`src/design/dtm_pkg.sv`:
```
/*
 * Debug-transport register layouts: DTMCS fields, the DMI scan word and
 * the widths and constants around them. The default IDCODE lives here and
 * seeds the top-level parameter. Import with dtm_pkg::* in module bodies.
 */
package dtm_pkg;

    // dmi address width, reported through dtmcs.abits
    localparam int ABITS     = 7;
    localparam int DMI_WIDTH = ABITS + 34;

    // request op on update; on capture 0 reads back as success
    typedef enum logic [1:0] {
        DMI_NOP   = 2'd0,
        DMI_READ  = 2'd1,
        DMI_WRITE = 2'd2
    } dmi_op_t;

    // scan order lsb first: op, then data, then address
    typedef struct packed {
        logic [ABITS-1:0] addr;
        logic [31:0]      data;
        dmi_op_t          op;
    } dmi_t;

    typedef struct packed {
        logic [13:0] reserved1;
        logic        dtmhardreset;
        logic        dmireset;
        logic        reserved0;
        logic [2:0]  idle;
        logic [1:0]  dmistat;
        logic [5:0]  abits;
        logic [3:0]  version;
    } dtmcs_t;

    // debug spec 0.13 / 1.0 transport
    localparam logic [3:0] DTM_VERSION = 4'd1;

    localparam logic [31:0] IDCODE_DEFAULT = 32'h1002AC05;

endpackage

```
`src/design/jtag_pkg.sv`:
```
/*
 * TAP-level definitions shared by the JTAG side of the debug transport.
 * Holds the sixteen-state TAP encoding and the 5-bit instruction codes.
 * Import with jtag_pkg::* inside a module body; use scoped names in headers.
 */
package jtag_pkg;

    // ieee 1149.1 style 4-bit state encoding
    typedef enum logic [3:0] {
        EXIT2_DR         = 4'h0,
        EXIT1_DR         = 4'h1,
        SHIFT_DR         = 4'h2,
        PAUSE_DR         = 4'h3,
        SELECT_IR        = 4'h4,
        UPDATE_DR        = 4'h5,
        CAPTURE_DR       = 4'h6,
        SELECT_DR        = 4'h7,
        EXIT2_IR         = 4'h8,
        EXIT1_IR         = 4'h9,
        SHIFT_IR         = 4'hA,
        PAUSE_IR         = 4'hB,
        RUN_TEST_IDLE    = 4'hC,
        UPDATE_IR        = 4'hD,
        CAPTURE_IR       = 4'hE,
        TEST_LOGIC_RESET = 4'hF
    } tap_state_t;

    localparam int IR_WIDTH = 5;

    typedef logic [IR_WIDTH-1:0] inst_t;

    // any code not listed here selects bypass
    localparam inst_t INST_IDCODE = 5'h01;
    localparam inst_t INST_DTMCS  = 5'h10;
    localparam inst_t INST_DMI    = 5'h11;
    localparam inst_t INST_BYPASS = 5'h1F;

endpackage

```
`src/design/data_regs.sv`:
```
/*
 * Data registers of the debug transport: IDCODE, DTMCS, DMI and BYPASS.
 * Gates the TAP DR controls by the current instruction, builds the
 * capture words, and muxes the selected register onto dr_tdo.
 * DMI updates leave as dmi_update plus fields; DTMCS can raise a hard reset.
 */
module data_regs #(
    parameter logic [31:0] IDCODE = dtm_pkg::IDCODE_DEFAULT
) (
    input  logic                   tck,
    input  logic                   resetn,
    input  logic                   tdi,
    input  jtag_pkg::inst_t        inst,
    input  logic                   capture_dr,
    input  logic                   shift_dr,
    input  logic                   update_dr,
    input  logic [31:0]            dmi_rdata_hold,
    output logic                   dr_tdo,
    output logic                   dmi_update,
    output logic [dtm_pkg::ABITS-1:0] dmi_addr,
    output logic [31:0]            dmi_wdata,
    output dtm_pkg::dmi_op_t       dmi_op,
    output logic                   dtm_hard_reset
);
    import jtag_pkg::*;
    import dtm_pkg::*;

    logic        sel_idcode, sel_dtmcs, sel_dmi;
    logic [31:0] idcode_sreg;
    logic        bypass_ff;
    logic        dtmcs_tdo, dmi_tdo;
    logic        dtmcs_upd_d;
    dtmcs_t      dtmcs_cap, dtmcs_val;
    dmi_t        dmi_cap, dmi_val;

    assign sel_idcode = (inst == INST_IDCODE);
    assign sel_dtmcs  = (inst == INST_DTMCS);
    assign sel_dmi    = (inst == INST_DMI);

    ////////////////////////////////////////////////////////////////////////////
    // idcode and bypass
    ////////////////////////////////////////////////////////////////////////////
    always_ff @(posedge tck) begin
        if (capture_dr && sel_idcode) begin
            idcode_sreg <= IDCODE;
        end else if (shift_dr && sel_idcode) begin
            idcode_sreg <= {tdi, idcode_sreg[31:1]};
        end
    end

    // captures 0, one bit of delay through the chain
    always_ff @(posedge tck or negedge resetn) begin
        if (!resetn) begin
            bypass_ff <= 1'b0;
        end else if (capture_dr) begin
            bypass_ff <= 1'b0;
        end else if (shift_dr) begin
            bypass_ff <= tdi;
        end
    end

    ////////////////////////////////////////////////////////////////////////////
    // dtmcs
    ////////////////////////////////////////////////////////////////////////////
    // no busy tracking, so dmistat and idle stay 0
    always_comb begin
        dtmcs_cap         = '0;
        dtmcs_cap.version = DTM_VERSION;
        dtmcs_cap.abits   = 6'(ABITS);
    end

    dr_shift_reg #(.payload_t(dtmcs_t)) u_dtmcs (
        .tck           (tck),
        .resetn        (resetn),
        .tdi           (tdi),
        .capture       (capture_dr && sel_dtmcs),
        .shift         (shift_dr && sel_dtmcs),
        .update        (update_dr && sel_dtmcs),
        .capture_value (dtmcs_cap),
        .sout          (dtmcs_tdo),
        .value         (dtmcs_val)
    );

    // value is fresh the cycle after update-dr
    always_ff @(posedge tck or negedge resetn) begin
        if (!resetn) begin
            dtmcs_upd_d <= 1'b0;
        end else begin
            dtmcs_upd_d <= update_dr && sel_dtmcs;
        end
    end

    assign dtm_hard_reset = dtmcs_upd_d && dtmcs_val.dtmhardreset;

    ////////////////////////////////////////////////////////////////////////////
    // dmi
    ////////////////////////////////////////////////////////////////////////////
    // op 0 on capture reports success
    assign dmi_cap = '{addr: dmi_val.addr, data: dmi_rdata_hold, op: DMI_NOP};

    dr_shift_reg #(.payload_t(dmi_t)) u_dmi (
        .tck           (tck),
        .resetn        (resetn),
        .tdi           (tdi),
        .capture       (capture_dr && sel_dmi),
        .shift         (shift_dr && sel_dmi),
        .update        (update_dr && sel_dmi),
        .capture_value (dmi_cap),
        .sout          (dmi_tdo),
        .value         (dmi_val)
    );

    assign dmi_update = update_dr && sel_dmi;
    assign dmi_addr   = dmi_val.addr;
    assign dmi_wdata  = dmi_val.data;
    assign dmi_op     = dmi_val.op;

    // unknown codes, 00 and 1F included, fall to bypass
    always_comb begin
        case (inst)
            INST_IDCODE: dr_tdo = idcode_sreg[0];
            INST_DTMCS:  dr_tdo = dtmcs_tdo;
            INST_DMI:    dr_tdo = dmi_tdo;
            default:     dr_tdo = bypass_ff;
        endcase
    end

    // ir only changes in update-ir, never under a dmi update
    a_dmi_inst: assert property (@(posedge tck) disable iff (!resetn)
        dmi_update |-> (inst == INST_DMI) && $stable(inst));

endmodule

```
`src/design/dmi_port.sv`:
```
/*
 * DMI side of the transport.
 * Turns each DMI update into a one-cycle dmi_req with its fields held
 * until the next request, and keeps the debug module's read data for the
 * next DMI capture. A DTM hard reset drops the held read data.
 */
module dmi_port (
    input  logic                      tck,
    input  logic                      resetn,
    input  logic                      dmi_update,
    input  logic [dtm_pkg::ABITS-1:0] dmi_addr,
    input  logic [31:0]               dmi_wdata,
    input  dtm_pkg::dmi_op_t          dmi_op,
    input  logic                      dtm_hard_reset,
    input  logic [31:0]               dmi_rdata,
    output logic                      dmi_req,
    output logic [dtm_pkg::ABITS-1:0] dmi_req_addr,
    output logic [31:0]               dmi_req_data,
    output dtm_pkg::dmi_op_t          dmi_req_op,
    output logic [31:0]               dmi_rdata_hold
);
    import dtm_pkg::*;

    logic             req_d;
    logic [ABITS-1:0] addr_q;
    logic [31:0]      data_q;
    dmi_op_t          op_q;

    // update-dr is one cycle, so is the request
    always_ff @(posedge tck or negedge resetn) begin
        if (!resetn) begin
            dmi_req <= 1'b0;
            req_d   <= 1'b0;
            addr_q  <= '0;
            data_q  <= '0;
            op_q    <= DMI_NOP;
        end else begin
            dmi_req <= dmi_update;
            req_d   <= dmi_req;
            // fields settle upstream with the pulse, keep them afterwards
            if (dmi_req) begin
                addr_q <= dmi_addr;
                data_q <= dmi_wdata;
                op_q   <= dmi_op;
            end
        end
    end

    // live during the pulse, held copy afterwards
    assign dmi_req_addr = dmi_req ? dmi_addr  : addr_q;
    assign dmi_req_data = dmi_req ? dmi_wdata : data_q;
    assign dmi_req_op   = dmi_req ? dmi_op    : op_q;

    // sample in the request cycle and once more for a registered responder
    always_ff @(posedge tck or negedge resetn) begin
        if (!resetn) begin
            dmi_rdata_hold <= '0;
        end else if (dtm_hard_reset) begin
            dmi_rdata_hold <= '0;
        end else if (dmi_req || req_d) begin
            dmi_rdata_hold <= dmi_rdata;
        end
    end

    a_req_pulse: assert property (@(posedge tck) disable iff (!resetn)
        dmi_req |=> !dmi_req);

endmodule

```
`src/design/dr_shift_reg.sv`:
```
/*
 * Generic capture/shift/update data register.
 * The shift stage loads capture_value on capture, shifts right on shift
 * with tdi entering at the msb, and copies into value on update.
 * payload_t sets both the width and the view of the parallel ports.
 */
module dr_shift_reg #(
    parameter type payload_t = logic [31:0]
) (
    input  logic     tck,
    input  logic     resetn,
    input  logic     tdi,
    input  logic     capture,
    input  logic     shift,
    input  logic     update,
    input  payload_t capture_value,
    output logic     sout,
    output payload_t value
);
    localparam int WIDTH = $bits(payload_t);

    logic [WIDTH-1:0] sreg;

    // shift stage, lsb goes out first
    always_ff @(posedge tck) begin
        if (capture) begin
            sreg <= capture_value;
        end else if (shift) begin
            sreg <= {tdi, sreg[WIDTH-1:1]};
        end
    end

    assign sout = sreg[0];

    // update stage
    // holds the last scanned word until the next update
    always_ff @(posedge tck or negedge resetn) begin
        if (!resetn) begin
            value <= payload_t'('0);
        end else if (update) begin
            value <= payload_t'(sreg);
        end
    end

endmodule

```
`src/design/dtm_top.sv`:
```
/*
 * Top level of the JTAG debug transport module.
 * Connects the TAP controller, IR and scan-out stage, data registers and
 * the DMI port. IDCODE is set here and handed to the data registers.
 */
module dtm_top #(
    parameter logic [31:0] IDCODE = dtm_pkg::IDCODE_DEFAULT
) (
    input  logic                      tck,
    input  logic                      resetn,
    input  logic                      tms,
    input  logic                      tdi,
    output logic                      tdo,
    output logic                      tdo_en,
    output logic                      dmi_req,
    output logic [dtm_pkg::ABITS-1:0] dmi_req_addr,
    output logic [31:0]               dmi_req_data,
    output dtm_pkg::dmi_op_t          dmi_req_op,
    input  logic [31:0]               dmi_rdata
);
    import jtag_pkg::*;
    import dtm_pkg::*;

    logic             capture_dr, shift_dr, update_dr;
    logic             capture_ir, shift_ir, update_ir, test_logic_reset;
    inst_t            inst;
    logic             dr_tdo;
    logic             dmi_update, dtm_hard_reset;
    logic [ABITS-1:0] dmi_addr;
    logic [31:0]      dmi_wdata, dmi_rdata_hold;
    dmi_op_t          dmi_op;

    // tap state machine
    tap_ctrl u_tap (
        .tck, .resetn, .tms,
        .state (),
        .capture_dr, .shift_dr, .update_dr,
        .capture_ir, .shift_ir, .update_ir,
        .test_logic_reset
    );

    scan_select u_scan (
        .tck, .resetn, .tdi,
        .capture_ir, .shift_ir, .update_ir, .test_logic_reset,
        .shift_dr, .dr_tdo,
        .inst, .tdo, .tdo_en
    );

    data_regs #(.IDCODE(IDCODE)) u_regs (
        .tck, .resetn, .tdi, .inst,
        .capture_dr, .shift_dr, .update_dr, .dmi_rdata_hold,
        .dr_tdo, .dmi_update, .dmi_addr, .dmi_wdata, .dmi_op, .dtm_hard_reset
    );

    // dmi request side
    dmi_port u_dmi (
        .tck, .resetn,
        .dmi_update, .dmi_addr, .dmi_wdata, .dmi_op, .dtm_hard_reset, .dmi_rdata,
        .dmi_req, .dmi_req_addr, .dmi_req_data, .dmi_req_op, .dmi_rdata_hold
    );

endmodule

```
`src/design/scan_select.sv`:
```
/*
 * Instruction register and scan-out stage.
 * Shifts the IR, applies it on Update-IR and falls back to IDCODE in
 * Test-Logic-Reset. Picks the IR or DR bit and drives tdo and tdo_en
 * from falling-edge flops so they settle half a cycle before sampling.
 */
module scan_select (
    input  logic            tck,
    input  logic            resetn,
    input  logic            tdi,
    input  logic            capture_ir,
    input  logic            shift_ir,
    input  logic            update_ir,
    input  logic            test_logic_reset,
    input  logic            shift_dr,
    input  logic            dr_tdo,
    output jtag_pkg::inst_t inst,
    output logic            tdo,
    output logic            tdo_en
);
    import jtag_pkg::*;

    logic [IR_WIDTH-1:0] ir_sreg;

    // ir shift stage, captures the fixed 01 pattern
    always_ff @(posedge tck) begin
        if (capture_ir) begin
            ir_sreg <= IR_WIDTH'(1);
        end else if (shift_ir) begin
            ir_sreg <= {tdi, ir_sreg[IR_WIDTH-1:1]};
        end
    end

    // current instruction
    always_ff @(posedge tck or negedge resetn) begin
        if (!resetn) begin
            inst <= INST_IDCODE;
        end else if (test_logic_reset) begin
            inst <= INST_IDCODE;
        end else if (update_ir) begin
            inst <= inst_t'(ir_sreg);
        end
    end

    ////////////////////////////////////////////////////////////////////////////
    // falling-edge output
    ////////////////////////////////////////////////////////////////////////////
    // tdo parks at 0 outside shift states
    always_ff @(negedge tck or negedge resetn) begin
        if (!resetn) begin
            tdo    <= 1'b0;
            tdo_en <= 1'b0;
        end else begin
            tdo    <= shift_ir ? ir_sreg[0] : (shift_dr && dr_tdo);
            tdo_en <= shift_ir || shift_dr;
        end
    end

endmodule

```
`src/design/tap_ctrl.sv`:
```
/*
 * Standard sixteen-state TAP controller.
 * Walks the state machine on tms and decodes the current state into
 * one-cycle capture, shift and update levels for the IR and DR paths.
 * Five tck cycles with tms high land in Test-Logic-Reset from anywhere.
 */
module tap_ctrl (
    input  logic                 tck,
    input  logic                 resetn,
    input  logic                 tms,
    output jtag_pkg::tap_state_t state,
    output logic                 capture_dr,
    output logic                 shift_dr,
    output logic                 update_dr,
    output logic                 capture_ir,
    output logic                 shift_ir,
    output logic                 update_ir,
    output logic                 test_logic_reset
);
    import jtag_pkg::*;

    tap_state_t next_state;

    ////////////////////////////////////////////////////////////////////////////
    // next state
    ////////////////////////////////////////////////////////////////////////////
    always_comb begin
        case (state)
            TEST_LOGIC_RESET: next_state = tms ? TEST_LOGIC_RESET : RUN_TEST_IDLE;
            RUN_TEST_IDLE:    next_state = tms ? SELECT_DR : RUN_TEST_IDLE;
            SELECT_DR:        next_state = tms ? SELECT_IR : CAPTURE_DR;
            CAPTURE_DR:       next_state = tms ? EXIT1_DR : SHIFT_DR;
            SHIFT_DR:         next_state = tms ? EXIT1_DR : SHIFT_DR;
            EXIT1_DR:         next_state = tms ? UPDATE_DR : PAUSE_DR;
            PAUSE_DR:         next_state = tms ? EXIT2_DR : PAUSE_DR;
            EXIT2_DR:         next_state = tms ? UPDATE_DR : SHIFT_DR;
            UPDATE_DR:        next_state = tms ? SELECT_DR : RUN_TEST_IDLE;
            // ir branch mirrors dr, select-ir escapes to reset
            SELECT_IR:        next_state = tms ? TEST_LOGIC_RESET : CAPTURE_IR;
            CAPTURE_IR:       next_state = tms ? EXIT1_IR : SHIFT_IR;
            SHIFT_IR:         next_state = tms ? EXIT1_IR : SHIFT_IR;
            EXIT1_IR:         next_state = tms ? UPDATE_IR : PAUSE_IR;
            PAUSE_IR:         next_state = tms ? EXIT2_IR : PAUSE_IR;
            EXIT2_IR:         next_state = tms ? UPDATE_IR : SHIFT_IR;
            UPDATE_IR:        next_state = tms ? SELECT_DR : RUN_TEST_IDLE;
            default:          next_state = TEST_LOGIC_RESET;
        endcase
    end

    always_ff @(posedge tck or negedge resetn) begin
        if (!resetn) begin
            state <= TEST_LOGIC_RESET;
        end else begin
            state <= next_state;
        end
    end

    ////////////////////////////////////////////////////////////////////////////
    // state decode
    ////////////////////////////////////////////////////////////////////////////
    // levels last exactly the cycle spent in the state
    assign capture_dr       = (state == CAPTURE_DR);
    assign shift_dr         = (state == SHIFT_DR);
    assign update_dr        = (state == UPDATE_DR);
    assign capture_ir       = (state == CAPTURE_IR);
    assign shift_ir         = (state == SHIFT_IR);
    assign update_ir        = (state == UPDATE_IR);
    assign test_logic_reset = (state == TEST_LOGIC_RESET);

    // downstream registers assume a single scan action per tck
    a_one_action: assert property (@(posedge tck) disable iff (!resetn)
        $onehot0({capture_dr, shift_dr, update_dr, capture_ir, shift_ir, update_ir}));

endmodule

```
`config.mk`:
```
export PLATFORM = sky130hd
export DESIGN_NAME = dtm_top
export DESIGN_NICKNAME = d
export VERILOG_FILES = /design/src/design/dtm_pkg.sv /design/src/design/jtag_pkg.sv /design/src/design/data_regs.sv /design/src/design/dmi_port.sv /design/src/design/dr_shift_reg.sv /design/src/design/dtm_top.sv /design/src/design/scan_select.sv /design/src/design/tap_ctrl.sv
export SDC_FILE = /design/constraint.sdc
export NUM_CORES = 1
export LEC_CHECK = 0
export BUFFER_PORTS_ARGS = -buffer_cell sky130_fd_sc_hd__buf_2
export CAP_MARGIN = 20
export CORE_UTILIZATION = 55
export CTS_BUF_LIST = sky130_fd_sc_hd__clkbuf_8
export DETAILED_ROUTE_END_ITERATION = 8
export HOLD_SLACK_MARGIN = 0.03
export PLACE_DENSITY = 0.79
export SYNTH_ARGS = -nofsm -noshare
export SYNTH_HDL_FRONTEND = slang
export SYNTH_SLANG_ARGS = --single-unit
```
`constraint.sdc`:
```
create_clock -name tck -period 3.5 [get_ports tck]
set_clock_uncertainty 0.2 [all_clocks]
set_input_delay 0.525 -clock tck [delete_from_list [all_inputs] [get_ports tck]]
set_output_delay 0.525 -clock tck [all_outputs]
set_load 0.05 [all_outputs]
```
# Word-level counts from Yosys, hierarchy flattened
# Index checks and enable logic that the tools add are counted.
dict set report totals {
  reg_bits 240
  in_bits 36
  output_inout_bits 44
  wordCells 85
}
dict set report op_classes {
  eq_ne 18
  n_mux 26
  reduce_logical 20
}
# op n
set ops {}
lappend ops {{2-to-1 mux 32 bit} 3}
lappend ops {{2-to-1 mux 41 bit} 2}
lappend ops {{one-hot mux 4 bit (12 select lines)} 1}
lappend ops {{equality test 4 bit (second input constant)} 8}
lappend ops {{equality test 4 x 3 -> 1 bit (second input constant)} 4}
lappend ops {{2-to-1 mux 2 bit} 7}
lappend ops {{2-to-1 mux 3 bit} 4}
lappend ops {{equality test 5 bit (second input constant)} 2}
lappend ops {{logical AND 1 bit} 10}
lappend ops {{2-to-1 mux 5 bit} 2}
lappend ops {{equality test 4 x 2 -> 1 bit (second input constant)} 2}
lappend ops {{nonzero test 2 bit} 4}
lappend ops {{2-to-1 mux 7 bit} 1}
lappend ops {{equality test 5 x 1 -> 1 bit (second input constant)} 1}
lappend ops {{equality test 4 x 1 -> 1 bit (second input constant)} 1}
lappend ops {{logical NOT 4 bit} 1}
lappend ops {{2-to-1 mux 1 bit} 4}
lappend ops {{2-to-1 mux 4 bit} 1}
lappend ops {{OR reduction 2 bit} 2}
lappend ops {{one-hot mux 1 bit (3 select lines)} 1}
lappend ops {{OR reduction 3 bit} 1}
lappend ops {{logical OR 1 bit} 2}

# Logic depth before layout (Yosys ltp)
dict set report depth {
  word_depth 4
  ltp_mapped 6
  mapped_depth_nobuf 3
}

# Hierarchy
# Synthesis repeated with hierarchy kept, for this count alone.
dict set report unflattened {
  cells_unflattened 719
  area_unflattened_um2 11547.3
}
# mod instances cells_per_inst area_per_inst_um2 seq_area_each_um2
set modules_own_cells {}
lappend modules_own_cells {{dr_shift_reg at u_regs.u_dmi} 1 175 3666.0 2257.2}
lappend modules_own_cells {dmi_port 1 234 3080.5 1876.8}
lappend modules_own_cells {{dr_shift_reg at u_regs.u_dtmcs} 1 137 2852.7 1761.7}
lappend modules_own_cells {data_regs 1 105 1237.4 690.7}
lappend modules_own_cells {scan_select 1 38 460.4 276.5}
lappend modules_own_cells {tap_ctrl 1 30 250.2 105.1}

==> summary.md <==
| Metric | Value |
|---|---|
| Result of the run | complete, but fails checks |
| Violations in the final reports | negative setup slack |
| Ratio of cells with drive above 1 in the final layout | 30.6% |
| Sw frac | 29.6% |
| Worst Setup End Kind | primary output |
| Antenna violations before repair | 0 |
| Final wirelength | 17,800 µm |
| Nets in the synthesized netlist | 795 |
| Post-Synthesis Cells | 759 |
| Count of boundary I/O pins | 80 |
| Portion of total power attributed to combinational logic | 20.8% |
| Average cell area after synthesis | 12.5 µm² |
| Final std cell area, no fill | 11,000 µm² |
| Count of distinct cell types in the synthesized netlist | 37 |
| Maximum count of clock buffers along a single path | 3 |
| CTS tree | done |
| Max-slew violation count | 0 |
| Setup repair after global routing missed its margin | yes |
| CP Data Required Time | 2770 ps |
| Initial Util | 56.7% |
| Async SR Flop Fraction | 54.2% |
| CTS Buf Count | 39 |
| Vias in the first global route | 6,063 |
| Area of the mapped netlist | 9480 µm² |
| Full die area | 17,800 µm² |
| Number of synthesized flops with an enable pin | 39 |
| Final RePlAce weighted congestion | 0.821 |
| IR Drop Worst-Case VDD | 375 µV |
| Top delay family on crit path | flip-flops |
| Worst path max stage delay | 400 ps |
| Fraction of power consumed by sequential logic | 48.0% |
| Final setup violation count | 2 |
| Bufs and invs on worst path | 1 |
| Most common library cell in the layout ignoring fill and taps | sky130_fd_sc_hd__dfrtp_1 |
| DRC violation count after routing | 0 |
| Worst-path cell with the longest stage delay | sky130_fd_sc_hd__dfrtn_1 |
| Power, Total | 0.00795 W |
| Die Ht | 133 µm |
| Clock latency on the worst-skew pair | 530 ps |
| Final worst hold slack | 39.9 ps |
| Post-CTS Setup Bufs | 0 |
| Largest net degree at the start of global routing | 72 |
| Synthesis-to-finish area growth | 15.9% |
| # rows | 47 |
| Cell-internal power | 0.00560 W |
| Power density cells | 724 nW/µm² |
| Maximum fanout along the worst path | 1 |
| Number of antenna cells inserted | 0 |
| Root buffer cell | sky130_fd_sc_hd__clkbuf_8 |
| First-pass GRT wire length | 29,700 µm |
| Top library cells by usage in the layout, fill and taps aside | sky130_fd_sc_hd__dfrtp_1 (122), sky130_fd_sc_hd__mux2_2 (112), sky130_fd_sc_hd__nand2_1 (81), sky130_fd_sc_hd__buf_2 (76), sky130_fd_sc_hd__dfxtp_1 (71) |
| Most instantiated flip-flop cell in the synthesis netlist | sky130_fd_sc_hd__dfrtp_1 |
| Post-DP HPWL | 10,900 µm |
| Count of nets after finishing | 891 |
| Slew @ Worst Pin | 1100 ps |
| Count of input and output buffers | 79 |
| Number of nets still failing antenna checks after routing | 0 |
| Cell chain of the critical path | buf_6 |
| Share of synthesized area occupied by flip-flops and latches | 61.8% |
| Detailed-route wire length per cell | 16.1 µm |
| Number of storage elements in the synthesis netlist | 240 |
| Die boundary width | 133 µm |
| Violation count after the first detailed-routing iteration | 351 |
| Vias/cell | 5.30 |
| Number of sinks handled by clock tree synthesis | 240 |
| Overall overflow remaining after global route | 0 |
| Count of final hold-check violations | 0 |
| Number of maximum-capacitance violations | 0 |
| Yosys warning count | 0 |
| H-tree depth | 2 |
| Detailed-route via count | 5,861 |
| Net switching power figure | 0.00235 W |
| Placed instance area | 10,100 µm² |
| Number of detailed-routing iterations run before antenna repair | 5 |
| Static leakage power | 5.44 nW |
| Global Route Usage Sum | 20.8% |
| Core outline area | 16,700 µm² |
| Critical path launch point type | flip-flop |
| Kind of path behind the tightest hold check | input port to flip-flop |
| Clock transition at the registers of the reported paths | 60 ps |
| Arr. time, crit path | 2810 ps |
| Clock network power share | 31.2% |
| WS Path Type | flip-flop to primary output |
| Slew margin rel. | 26.9% |
| Worst Slack Setup Final | -37.5 ps |
-- routing by layer --
layer	up-vias	part of all wire, %	global-route usage (%)
met5	-	0	0
met1	2926	44	26.1
li1	2774	-	-
met4	0	1.9	7.70
met2	135	51	36.1
met3	26	4.0	3.50
-- state kept, by name, indices dropped and copies added, names as in the netlist, 2 cells and up --
register and cells:
u_regs.u_dmi.sreg 41, u_scan.ir_sreg 5, u_dmi.op_q 2, u_dmi.dmi_rdata_hold 32
u_dmi.addr_q 7, u_scan.inst 5, u_regs.u_dmi.value 41, u_tap.state 4
u_regs.idcode_sreg 32, u_dmi.data_q 32, u_regs.u_dtmcs.sreg 32
-- tightest hold or removal path: stages --
cell and delay (ps):
sky130_fd_sc_hd__buf_2 90, sky130_fd_sc_hd__nand2_1 50, sky130_fd_sc_hd__a21oi_1 60
-- cells in the mapped netlist, types with 2 or more instances --
library cell / instances / area [µm²]
sky130_fd_sc_hd__o21ai_0: 13 / 65.1
sky130_fd_sc_hd__edfxtp_1: 39 / 1170
sky130_fd_sc_hd__nand2_1: 81 / 304
sky130_fd_sc_hd__nor2b_1: 47 / 294
sky130_fd_sc_hd__clkbuf_1: 29 / 109
sky130_fd_sc_hd__dfrtn_1: 2 / 50.1
sky130_fd_sc_hd__and4b_1: 2 / 20.0
sky130_fd_sc_hd__buf_2: 14 / 70.1
sky130_fd_sc_hd__a21oi_1: 34 / 170
sky130_fd_sc_hd__nor2_1: 63 / 236
sky130_fd_sc_hd__buf_1: 2 / 7.51
sky130_fd_sc_hd__mux2_1: 27 / 304
sky130_fd_sc_hd__nand4_1: 2 / 12.5
sky130_fd_sc_hd__inv_1: 15 / 56.3
sky130_fd_sc_hd__dfrtp_1: 123 / 3080
sky130_fd_sc_hd__mux2_2: 112 / 1260
sky130_fd_sc_hd__nand4b_1: 2 / 17.5
sky130_fd_sc_hd__nand3_1: 4 / 20.0
sky130_fd_sc_hd__mux2i_1: 50 / 500
sky130_fd_sc_hd__dfxtp_1: 71 / 1420
sky130_fd_sc_hd__dfstp_2: 5 / 131
sky130_fd_sc_hd__nand2b_1: 5 / 31.3
sky130_fd_sc_hd__buf_4: 3 / 22.5
-- path summary, 6_finish.rpt --
kind                                                       from                                   end  slack [ps]  depth (start not counted)
hold reg to reg            u_regs.u_dtmcs.sreg[26]$_SDFFE_PP0P_  u_regs.u_dtmcs.sreg[26]$_SDFFE_PP0P_         250                          1
max in group asynchronous                                resetn               u_scan.tdo_en$_DFF_NN0_        1030                          2
hold / removal                                    dmi_rdata[21]  u_dmi.dmi_rdata_hold[21]$_DFFE_PN0P_          40                          3
setup / recovery                           u_scan.tdo$_DFF_NN0_                                   tdo         -40                          1
min in group asynchronous                                resetn              u_tap.state[1]$_DFF_PN1_         440                          2
setup reg to reg                     u_scan.inst[4]$_DFFE_PN0P_                  u_scan.tdo$_DFF_NN0_         300                          3
-- what timing repair did --
action / 4_1_cts / 5_1_grt
gates cloned: 0 / 0
hold buffers: 10 / 0
endpoints found under the setup margin: 2 / 2
endpoints found under the hold margin: 64 / 0
resized for setup: 4 / 0
-- power groups by stage --
| stage | registers, W | clock network (W) | logic (W) |
|---|---|---|---|
| 6_report | 0.00382 | 0.00248 | 0.00166 |
| 5_1_grt | 0.00389 | 0.00266 | 0.00183 |
| 4_1_cts | 0.00381 | 0.00253 | 0.00167 |
| 3_5_place_dp | 0.00386 | 0 | 0.00164 |
| 3_3_place_gp | 0.00381 | 0 | 0.00155 |
| 2_1_floorplan | 0.00371 | 0 | 0.00134 |
-- through the flow --
| stage | setup TNS, ps | util [%] | std cells | setup WS, ps |
|---|---|---|---|---|
| finish | -66.0 | 65.8 | 1106 | -37.5 |
| global route | -128 | 65.8 | 1106 | -65.9 |
| CTS | -111 | 65.8 | 1106 | -58.1 |
| detailed placement | 0 | 60.2 | 1024 | 342 |
| global placement | 0 | 60.2 | 1024 | 352 |
| floorplan | 0 | - | 759 | 107 |
-- cell families (layout without fill, tap and decap cells) --
family | after synthesis | count (layout) | share of synthesized area [%]
flip-flops | 240 | 240 | 61.8
AND/OR/NAND/NOR | 214 | 214 | 10.6
multiplexers | 189 | 189 | 21.8
buffers and inverters | 63 | 190 | 2.80
AO/OA/AOI/OAI | 53 | 53 | 3.05
-- layout make-up --
type,count,area (µm²)
Clock inverter,27,194
Multi-Input combinational cell,456,3360
Timing Repair Buffer,103,619
Inverter,15,56.3
Fill cell,1214,5720
Sequential cell,240,5860
Clock buffer,45,619
Tap cell,220,275
Note: power is estimated with default switching activity, not from simulation.
